$ cat config.mk
export PLATFORM = sky130hd
export DESIGN_NAME = id_stage
export DESIGN_NICKNAME = d
export VERILOG_FILES = /design/src/rtl/rv_pkg.sv /design/src/rtl/id_pkg.sv /design/src/rtl/id_stage.sv /design/src/rtl/branch_unit.sv /design/src/rtl/operand_forward.sv /design/src/rtl/reg_file.sv /design/src/rtl/ctrl_unit.sv
export SDC_FILE = /design/constraint.sdc
export NUM_CORES = 2
export LEC_CHECK = 0
export BUFFER_PORTS_ARGS = -buffer_cell sky130_fd_sc_hd__buf_2
export CORE_UTILIZATION = 30
export DETAILED_ROUTE_END_ITERATION = 6
export GPL_ROUTABILITY_DRIVEN = 0
export MAX_ROUTING_LAYER = met4
export PLACE_DENSITY = 0.51
export SLEW_MARGIN = 20
export SYNTH_ARGS = -nofsm -noshare
export SYNTH_HDL_FRONTEND = slang
export SYNTH_SLANG_ARGS = --single-unit
$ cat constraint.sdc
create_clock -name clk -period 13.3 [get_ports clk]
set_clock_uncertainty 0.1 [all_clocks]
set_input_delay 0.665 -clock clk [delete_from_list [all_inputs] [get_ports clk]]
set_output_delay 0.665 -clock clk [all_outputs]
set_load 0.01 [all_outputs]
$ cat src/rtl/rv_pkg.sv
package rv_pkg;

    // architectural widths
    typedef logic [63:0] xlen_t;
    typedef logic [4:0]  reg_addr_t;
    typedef logic [31:0] inst_t;
    typedef logic [6:0]  opcode_t;
    typedef logic [2:0]  funct3_t;

    // major opcodes, base RV64I subset
    localparam opcode_t OPC_OP     = 7'b0110011;
    localparam opcode_t OPC_OP_IMM = 7'b0010011;
    localparam opcode_t OPC_LOAD   = 7'b0000011;
    localparam opcode_t OPC_STORE  = 7'b0100011;
    localparam opcode_t OPC_BRANCH = 7'b1100011;
    localparam opcode_t OPC_JAL    = 7'b1101111;
    localparam opcode_t OPC_JALR   = 7'b1100111;
    localparam opcode_t OPC_LUI    = 7'b0110111;
    localparam opcode_t OPC_AUIPC  = 7'b0010111;

    // branch conditions
    localparam funct3_t F3_BEQ  = 3'b000;
    localparam funct3_t F3_BNE  = 3'b001;
    localparam funct3_t F3_BLT  = 3'b100;
    localparam funct3_t F3_BGE  = 3'b101;
    localparam funct3_t F3_BLTU = 3'b110;
    localparam funct3_t F3_BGEU = 3'b111;

    // addi x0, x0, 0
    localparam inst_t NOP_INST = 32'h0000_0013;

endpackage
$ cat src/rtl/id_pkg.sv
package id_pkg;

    typedef enum logic [3:0] {
        ALU_ADD    = 4'd0,
        ALU_SUB    = 4'd1,
        ALU_SLL    = 4'd2,
        ALU_SLT    = 4'd3,
        ALU_SLTU   = 4'd4,
        ALU_XOR    = 4'd5,
        ALU_SRL    = 4'd6,
        ALU_SRA    = 4'd7,
        ALU_OR     = 4'd8,
        ALU_AND    = 4'd9,
        ALU_PASS_B = 4'd10
    } alu_op_e;

    // operand select codes
    typedef logic [1:0] src1_sel_e;
    localparam src1_sel_e SRC1_RS1  = 2'd0;
    localparam src1_sel_e SRC1_PC   = 2'd1;
    localparam src1_sel_e SRC1_ZERO = 2'd2;

    typedef logic [1:0] src2_sel_e;
    localparam src2_sel_e SRC2_RS2  = 2'd0;
    localparam src2_sel_e SRC2_IMM  = 2'd1;
    localparam src2_sel_e SRC2_FOUR = 2'd2;

    // control transfer kind
    typedef logic [1:0] br_kind_e;
    localparam br_kind_e BR_NONE = 2'd0;
    localparam br_kind_e BR_COND = 2'd1;
    localparam br_kind_e BR_JAL  = 2'd2;
    localparam br_kind_e BR_JALR = 2'd3;

    typedef struct packed {
        alu_op_e           alu_op;
        src1_sel_e         src1_sel;
        src2_sel_e         src2_sel;
        br_kind_e          br_kind;
        logic              mem_en;
        logic              mem_wen;
        rv_pkg::funct3_t   mem_size;
        logic              load;
        logic              rf_we;
        rv_pkg::reg_addr_t rf_waddr;
    } ctrl_t;

    // result bus returned by EX, MEM and WB
    typedef struct packed {
        logic              we;
        logic              load;
        rv_pkg::reg_addr_t waddr;
        rv_pkg::xlen_t     data;
    } byp_t;

endpackage

$ cat src/rtl/id_stage.sv
`timescale 1ns/1ps

module id_stage (
    input  logic          clk,
    input  logic          rst_n_i,
    input  rv_pkg::xlen_t pc_i,
    input  rv_pkg::inst_t inst_i,
    input  id_pkg::byp_t  ex_byp_i,
    input  id_pkg::byp_t  mem_byp_i,
    input  id_pkg::byp_t  wb_byp_i,
    output id_pkg::ctrl_t ctrl_o,
    output rv_pkg::xlen_t alu_src1_o,
    output rv_pkg::xlen_t alu_src2_o,
    output rv_pkg::xlen_t store_data_o,
    output logic          redirect_o,
    output rv_pkg::xlen_t redirect_pc_o,
    output logic          stall_o
);

    rv_pkg::reg_addr_t rs1;
    rv_pkg::reg_addr_t rs2;
    rv_pkg::funct3_t   funct3;
    rv_pkg::xlen_t     imm;
    logic              re1;
    logic              re2;
    rv_pkg::xlen_t     port1;
    rv_pkg::xlen_t     port2;
    rv_pkg::xlen_t     fwd1;
    rv_pkg::xlen_t     fwd2;
    logic              br_redirect;
    rv_pkg::xlen_t     br_pc;

    assign rs1    = inst_i[19:15];
    assign rs2    = inst_i[24:20];
    assign funct3 = inst_i[14:12];

    ctrl_unit u_ctrl_unit (
        .rst_n_i (rst_n_i),
        .inst_i  (inst_i),
        .ctrl_o  (ctrl_o),
        .imm_o   (imm),
        .re1_o   (re1),
        .re2_o   (re2)
    );

    reg_file u_reg_file (
        .clk      (clk),
        .rst_n_i  (rst_n_i),
        .raddr1_i (rs1),
        .raddr2_i (rs2),
        .wr_i     (wb_byp_i),
        .rdata1_o (port1),
        .rdata2_o (port2)
    );

    operand_forward u_operand_forward (
        .rs1_i   (rs1),
        .rs2_i   (rs2),
        .re1_i   (re1),
        .re2_i   (re2),
        .port1_i (port1),
        .port2_i (port2),
        .ex_i    (ex_byp_i),
        .mem_i   (mem_byp_i),
        .wb_i    (wb_byp_i),
        .fwd1_o  (fwd1),
        .fwd2_o  (fwd2),
        .stall_o (stall_o)
    );

    branch_unit u_branch_unit (
        .kind_i        (ctrl_o.br_kind),
        .funct3_i      (funct3),
        .pc_i          (pc_i),
        .imm_i         (imm),
        .op1_i         (fwd1),
        .op2_i         (fwd2),
        .redirect_o    (br_redirect),
        .redirect_pc_o (br_pc)
    );

    always_comb begin
        case (ctrl_o.src1_sel)
            id_pkg::SRC1_RS1: alu_src1_o = fwd1;
            id_pkg::SRC1_PC:  alu_src1_o = pc_i;
            default:          alu_src1_o = '0;
        endcase
        case (ctrl_o.src2_sel)
            id_pkg::SRC2_RS2:  alu_src2_o = fwd2;
            id_pkg::SRC2_IMM:  alu_src2_o = imm;
            default:           alu_src2_o = 64'd4;
        endcase
    end

    assign store_data_o = fwd2;

    // operands may be stale while stalled, so hold off the redirect
    assign redirect_o    = br_redirect && !stall_o;
    assign redirect_pc_o = redirect_o ? br_pc : '0;

endmodule

$ cat src/rtl/branch_unit.sv
`timescale 1ns/1ps

module branch_unit (
    input  id_pkg::br_kind_e kind_i,
    input  rv_pkg::funct3_t  funct3_i,
    input  rv_pkg::xlen_t    pc_i,
    input  rv_pkg::xlen_t    imm_i,
    input  rv_pkg::xlen_t    op1_i,
    input  rv_pkg::xlen_t    op2_i,
    output logic             redirect_o,
    output rv_pkg::xlen_t    redirect_pc_o
);

    logic [64:0]   diff;
    logic          eq;
    logic          lt;
    logic          ltu;
    logic          taken;
    rv_pkg::xlen_t target;

    // borrow out gives unsigned less-than
    assign diff = {1'b0, op1_i} - {1'b0, op2_i};
    assign eq   = (diff[63:0] == '0);
    assign ltu  = diff[64];
    // signs differ: the negative one is smaller
    assign lt   = (op1_i[63] ^ op2_i[63]) ? op1_i[63] : diff[63];

    always_comb begin
        case (funct3_i)
            rv_pkg::F3_BEQ:  taken = eq;
            rv_pkg::F3_BNE:  taken = !eq;
            rv_pkg::F3_BLT:  taken = lt;
            rv_pkg::F3_BGE:  taken = !lt;
            rv_pkg::F3_BLTU: taken = ltu;
            rv_pkg::F3_BGEU: taken = !ltu;
            default:         taken = 1'b0;
        endcase
    end

    assign redirect_o = (kind_i == id_pkg::BR_JAL) || (kind_i == id_pkg::BR_JALR) ||
                        ((kind_i == id_pkg::BR_COND) && taken);

    assign target = (kind_i == id_pkg::BR_JALR) ? ((op1_i + imm_i) & ~64'd1)
                                                : (pc_i + imm_i);

    assign redirect_pc_o = redirect_o ? target : '0;

endmodule

$ cat src/rtl/operand_forward.sv
`timescale 1ns/1ps

module operand_forward (
    input  rv_pkg::reg_addr_t rs1_i,
    input  rv_pkg::reg_addr_t rs2_i,
    input  logic              re1_i,
    input  logic              re2_i,
    input  rv_pkg::xlen_t     port1_i,
    input  rv_pkg::xlen_t     port2_i,
    input  id_pkg::byp_t      ex_i,
    input  id_pkg::byp_t      mem_i,
    input  id_pkg::byp_t      wb_i,
    output rv_pkg::xlen_t     fwd1_o,
    output rv_pkg::xlen_t     fwd2_o,
    output logic              stall_o
);

    function automatic logic hit(input id_pkg::byp_t b, input rv_pkg::reg_addr_t rs);
        return b.we && (b.waddr == rs) && (rs != '0);
    endfunction

    // youngest producer first
    function automatic rv_pkg::xlen_t pick(input rv_pkg::reg_addr_t rs,
                                           input rv_pkg::xlen_t port,
                                           input id_pkg::byp_t ex,
                                           input id_pkg::byp_t mem,
                                           input id_pkg::byp_t wb);
        if (hit(ex, rs)) return ex.data;
        if (hit(mem, rs)) return mem.data;
        if (hit(wb, rs)) return wb.data;
        return port;
    endfunction

    // a load that would win the priority has no data yet
    function automatic logic load_use(input rv_pkg::reg_addr_t rs,
                                      input id_pkg::byp_t ex,
                                      input id_pkg::byp_t mem);
        if (hit(ex, rs)) return ex.load;
        return hit(mem, rs) && mem.load;
    endfunction

    assign fwd1_o  = pick(rs1_i, port1_i, ex_i, mem_i, wb_i);
    assign fwd2_o  = pick(rs2_i, port2_i, ex_i, mem_i, wb_i);
    assign stall_o = (re1_i && load_use(rs1_i, ex_i, mem_i)) ||
                     (re2_i && load_use(rs2_i, ex_i, mem_i));

endmodule

$ cat src/rtl/reg_file.sv
`timescale 1ns/1ps

module reg_file (
    input  logic              clk,
    input  logic              rst_n_i,
    input  rv_pkg::reg_addr_t raddr1_i,
    input  rv_pkg::reg_addr_t raddr2_i,
    input  id_pkg::byp_t      wr_i,
    output rv_pkg::xlen_t     rdata1_o,
    output rv_pkg::xlen_t     rdata2_o
);

    // x0 has no storage
    rv_pkg::xlen_t regs [31:1];

    always_ff @(posedge clk) begin
        if (!rst_n_i) begin
            for (int i = 1; i < 32; i++) begin
                regs[i] <= '0;
            end
        end else if (wr_i.we && wr_i.waddr != '0) begin
            regs[wr_i.waddr] <= wr_i.data;
        end
    end

    assign rdata1_o = (raddr1_i == '0) ? '0 : regs[raddr1_i];
    assign rdata2_o = (raddr2_i == '0) ? '0 : regs[raddr2_i];

endmodule

$ cat src/rtl/ctrl_unit.sv
`timescale 1ns/1ps

module ctrl_unit (
    input  logic          rst_n_i,
    input  rv_pkg::inst_t inst_i,
    output id_pkg::ctrl_t ctrl_o,
    output rv_pkg::xlen_t imm_o,
    output logic          re1_o,
    output logic          re2_o
);

    rv_pkg::opcode_t opcode;
    rv_pkg::funct3_t funct3;
    logic            alt;
    rv_pkg::xlen_t   imm_i;
    rv_pkg::xlen_t   imm_s;
    rv_pkg::xlen_t   imm_b;
    rv_pkg::xlen_t   imm_u;
    rv_pkg::xlen_t   imm_j;

    assign opcode = inst_i[6:0];
    assign funct3 = inst_i[14:12];
    // funct7 bit 5 selects sub / sra
    assign alt    = inst_i[30];

    assign imm_i = {{52{inst_i[31]}}, inst_i[31:20]};
    assign imm_s = {{52{inst_i[31]}}, inst_i[31:25], inst_i[11:7]};
    assign imm_b = {{51{inst_i[31]}}, inst_i[31], inst_i[7], inst_i[30:25],
                    inst_i[11:8], 1'b0};
    assign imm_u = {{32{inst_i[31]}}, inst_i[31:12], 12'b0};
    assign imm_j = {{43{inst_i[31]}}, inst_i[31], inst_i[19:12], inst_i[20],
                    inst_i[30:21], 1'b0};

    // shared by OP and OP-IMM, addi has no subtract form
    function automatic id_pkg::alu_op_e alu_dec(input rv_pkg::funct3_t f3,
                                                input logic alt_b,
                                                input logic is_reg);
        case (f3)
            3'b000:  return (alt_b && is_reg) ? id_pkg::ALU_SUB : id_pkg::ALU_ADD;
            3'b001:  return id_pkg::ALU_SLL;
            3'b010:  return id_pkg::ALU_SLT;
            3'b011:  return id_pkg::ALU_SLTU;
            3'b100:  return id_pkg::ALU_XOR;
            3'b101:  return alt_b ? id_pkg::ALU_SRA : id_pkg::ALU_SRL;
            3'b110:  return id_pkg::ALU_OR;
            default: return id_pkg::ALU_AND;
        endcase
    endfunction

    always_comb begin
        // bubble unless a supported opcode matches
        ctrl_o          = '0;
        ctrl_o.alu_op   = id_pkg::ALU_ADD;
        ctrl_o.src1_sel = id_pkg::SRC1_RS1;
        ctrl_o.src2_sel = id_pkg::SRC2_IMM;
        ctrl_o.br_kind  = id_pkg::BR_NONE;
        ctrl_o.mem_size = funct3;
        ctrl_o.rf_waddr = inst_i[11:7];
        imm_o           = '0;
        re1_o           = 1'b0;
        re2_o           = 1'b0;

        case (opcode)
            rv_pkg::OPC_OP: begin
                ctrl_o.alu_op   = alu_dec(funct3, alt, 1'b1);
                ctrl_o.src2_sel = id_pkg::SRC2_RS2;
                ctrl_o.rf_we    = 1'b1;
                re1_o           = 1'b1;
                re2_o           = 1'b1;
            end
            rv_pkg::OPC_OP_IMM: begin
                ctrl_o.alu_op = alu_dec(funct3, alt, 1'b0);
                ctrl_o.rf_we  = 1'b1;
                imm_o         = imm_i;
                re1_o         = 1'b1;
            end
            rv_pkg::OPC_LOAD: begin
                ctrl_o.mem_en = 1'b1;
                ctrl_o.load   = 1'b1;
                ctrl_o.rf_we  = 1'b1;
                imm_o         = imm_i;
                re1_o         = 1'b1;
            end
            rv_pkg::OPC_STORE: begin
                ctrl_o.mem_en  = 1'b1;
                ctrl_o.mem_wen = 1'b1;
                imm_o          = imm_s;
                re1_o          = 1'b1;
                re2_o          = 1'b1;
            end
            rv_pkg::OPC_BRANCH: begin
                ctrl_o.alu_op   = id_pkg::ALU_SUB;
                ctrl_o.src2_sel = id_pkg::SRC2_RS2;
                ctrl_o.br_kind  = id_pkg::BR_COND;
                imm_o           = imm_b;
                re1_o           = 1'b1;
                re2_o           = 1'b1;
            end
            rv_pkg::OPC_JAL: begin
                // link value pc + 4
                ctrl_o.src1_sel = id_pkg::SRC1_PC;
                ctrl_o.src2_sel = id_pkg::SRC2_FOUR;
                ctrl_o.br_kind  = id_pkg::BR_JAL;
                ctrl_o.rf_we    = 1'b1;
                imm_o           = imm_j;
            end
            rv_pkg::OPC_JALR: begin
                ctrl_o.src1_sel = id_pkg::SRC1_PC;
                ctrl_o.src2_sel = id_pkg::SRC2_FOUR;
                ctrl_o.br_kind  = id_pkg::BR_JALR;
                ctrl_o.rf_we    = 1'b1;
                imm_o           = imm_i;
                re1_o           = 1'b1;
            end
            rv_pkg::OPC_LUI: begin
                ctrl_o.alu_op   = id_pkg::ALU_PASS_B;
                ctrl_o.src1_sel = id_pkg::SRC1_ZERO;
                ctrl_o.rf_we    = 1'b1;
                imm_o           = imm_u;
            end
            rv_pkg::OPC_AUIPC: begin
                ctrl_o.src1_sel = id_pkg::SRC1_PC;
                ctrl_o.rf_we    = 1'b1;
                imm_o           = imm_u;
            end
            default: begin
            end
        endcase

        // quiet during reset, no writes, no redirect, no hazard
        if (!rst_n_i) begin
            ctrl_o.rf_we   = 1'b0;
            ctrl_o.mem_en  = 1'b0;
            ctrl_o.mem_wen = 1'b0;
            ctrl_o.br_kind = id_pkg::BR_NONE;
            re1_o          = 1'b0;
            re2_o          = 1'b0;
        end
    end

endmodule

==> results list <==
* Run status: finished with violations
- The final reports fail on DRC.
- Estimated wirelength of the detail-placed design: 385,000 um
- Once placement completed, the tool counted placed cells totaling 14,900.
- Counting flops with a built-in enable in the synthesized netlist gives 2,048.
- Total global routing track utilization: 0.279
- For this block, the via count after detailed routing is 92,900.
- Dividing the final minimum period by the clock period gives 0.959.
- Average wire per cell in the routed design: 37.9 um
* Power after layout: 18.3 mW
* Post-route worst setup slack: 0.549 ns
- After filler insertion, the fill cell instance count of the layout stands at 40,200.
* Cell type of the slowest stage on the worst timing path: and3_4
* Detailed Routing Iterations Pass 1: 7
- Clock tree synthesis found a total of 2,048 sinks.
- Mean cell area of the mapped netlist: 13.5 sq um
- Maximum single-stage delay on the critical path: 0.64 ns
- Effective utilization at floorplan: 0.302
- No sink is reached through more buffers than the 4 on the longest clock path.
- Counting flops and latches in the post-synthesis netlist gives 2,048.
- Library cell with the largest summed area after synthesis: edfxtp_1
- Fraction of the core area covered by cells at the end of the flow: 0.346
- Shortest period the worst path allows: 12.75 ns
* Core region area: 417,000 sq um
* Top Registers: u_reg_file.regs x2048
* Combined area of all synthesized cells: 126,000 sq um
- CTS placed an instance of clkbuf_16 at the clock tree root.
- GRT Residual Overflow: 0
- Measured slew at the worst slew-check pin: 1.32 ns
- Flip-flop cell with the highest count after synthesis: edfxtp_1
- Final std cells w/o fill: 15,500
- Iter 0 DRT Violations: 14,000
- From bottom edge to top edge, the die measures 649 um.
- For the worst setup path, the data required time is 12.53 ns.
* Number of maximum-capacitance constraint violations: 0
- Worst hold path cell count: 1
- The number of antenna violations at the first check in global routing came to 162.
* Arrival time of the worst setup path: 11.99 ns
- Before CTS, the worst setup slack after placement is 0.409 ns.
- Register with the most flip-flops: u_reg_file.regs
- Number of antenna-violating nets in the routed design: 0
* Vias in the first global route: 90,900
* Num ports: 591
- The first global-routing pass estimated 790,000 um of wire.
- In this run the worst path has a maximum fanout of 25.
- Normalized max-slew margin: 0.111
- Capturing element of the worst setup path: redirect_pc_o[50]
* Share of layout cells above drive strength 1: 0.283
- After detailed routing, the number of remaining DRC violations is 2.
- The path class of the tightest hold or removal check is primary input to register.
- Fraction of post-synthesis cell area in the top cell type by area: 0.489
* Area post-placement: 137,000 sq um
* Flip-flop count of the largest register, all copies and words added: 2,048
- Count of standard-cell rows: 237
* Final design instance area without fill: 144,000 sq um
- Worst hold margin: 0.128 ns
- Post-Route WL: 586,000 um
- By instance count, the cell type seen most on the critical path is buf_4.
* Die outline area: 422,000 sq um
- The final count of hold timing violations was 0.
* Peak VDD IR: 0.000106 V
* Signed area change from the synthesized netlist to the final layout: 14.7%
* Share of synthesized area occupied by flip-flops and latches: 0.489
* Path type of the worst setup path: primary input to output pin
* Maximum level of the CTS H-tree: 4
- Power per Cell Area: 127 nW/um^2
- TritonCTS built the clock tree.
* Floorplan die width: 649 um
* Cell count after synthesis: 9,279
* Port bufs: 589
- Endpoint type of the worst setup path: output pin
- Finish-stage setup viols: 0
* Critical path startpoint: inst_i[22]
- Vias per cell: 6.01
* Worst-path clk slew: 0.06 ns
- Setup_tns: 0 ns
* Net count, final: 10,200
- For this design the static power due to leakage is 51.2 nW.
* Number of buffers created by CTS: 216
- Largest net degree at the start of global routing: 132
* Critical Path Source Type: primary input
- Yosys Warn Count: 0
* Proportion of synthesized flip-flops having asynchronous set or reset: 0
- The number of slew-limit violations in the final report is 0.
- Highest clock frequency the design can meet: 78.4 MHz
- In the post-synthesis netlist, the biggest area contributors are edfxtp_1 49%, mux4_2 23%, and2_1 10%, clkbuf_1 2.1%, ha_1 1.9%.
- Synth cell types: 92
## cells in the final DEF (no fill, tap or decap), types with 40 or more instances in the layout
master        n
edfxtp_1   2048
and2_1     2009
mux4_2     1261
buf_2       578
a21oi_1     409
nor2_1      389
buf_4       347
nand2_1     270
o21ai_0     268
clkbuf_16   220
ha_1        185
a21o_1      145
diode_2     131
inv_1       120
mux2i_1     101
xnor2_1     100
nand3_1      74
mux2_2       69
a221o_1      64
conb_1       64
a32o_1       63
xor2_1       59
buf_12       55
nand4_1      45
nor3_1       45
clkinv_1     44
clkbuf_1     44
clkinv_2     40
## synth_stat cells (all sizes together), types with 100 or more instances
library cell	number
xnor2	100
inv	123
edfxtp	2048
mux2i	102
a21oi	431
o21ai	323
mux4	1261
clkbuf	706
and2	2009
buf	193
nor2	424
a21o	145
ha	188
nand2	275
## per-layer routing
| layer | routed length [um] | GRT usage | vias up |
|---|---|---|---|
| met5 | 0 | - | - |
| met4 | 53800 | 0.207 | 0 |
| met3 | 59000 | 0.0672 | 1836 |
| met2 | 271000 | 0.433 | 6379 |
| met1 | 203000 | 0.313 | 48100 |
| li1 | - | - | 36600 |
## worst max-delay path: cells and delay by family
| kind | cells | cell delay, ns |
|---|---|---|
| compound gates | 20 | 4.11 |
| xor+xnor | 1 | 0.13 |
| fa+ha+maj | 2 | 0.78 |
| buf+inv | 10 | 2.22 |
| simple gates | 14 | 3.98 |
## cell families after synthesis
family | after synthesis | synth area share
simple gates | 3096 | 0.140
flops | 2048 | 0.489
mux | 1432 | 0.240
compound gates | 1329 | 0.0682
buf+inv | 1022 | 0.0315
fa+ha+maj | 192 | 0.0193
xor+xnor | 159 | 0.0111
other cells | 1 | 0.0000298
## how the worst min path moves through the flow
stage / from / endpoint / slack (ns)
2_1_floorplan: wb_byp_i[0] / u_reg_file.regs[0][0] / 0.66
3_3_place_gp: wb_byp_i[17] / u_reg_file.regs[0][17] / 1.07
3_5_place_dp: wb_byp_i[41] / u_reg_file.regs[0][41] / 1.07
4_1_cts: wb_byp_i[17] / u_reg_file.regs[0][17] / 0.09
5_1_grt: wb_byp_i[17] / u_reg_file.regs[0][17] / 0.15
6_report: wb_byp_i[17] / u_reg_file.regs[0][17] / 0.13
## area by class of cell
cell class                      count  area [sq um]  share of cell area
Clock buffer                      263          5650              0.0392
Multi-Input combinational cell   6272         61300               0.425
Clock inverter                    119          1060             0.00736
Sequential cell                  2048         61500               0.427
Inverter                          123           462             0.00320
Tap cell                         5497          6880              0.0477
Antenna cell                      131           328             0.00227
Timing Repair Buffer             1003          6980              0.0484
## what timing repair did
item,in CTS,in global routing
hold buffers,0,0
buffers inserted,0,2
endpoints found under the setup margin,0,65
resized for setup,0,51
## where the power goes
part	leakage (nW)	internal, mW	switching (mW)
logic	28.4	1.65	2.95
clock network	3.29	3.35	2.70
registers	19.5	7.46	0.172
total	51.2	12.5	5.82
(Power assumes the default switching activity.)
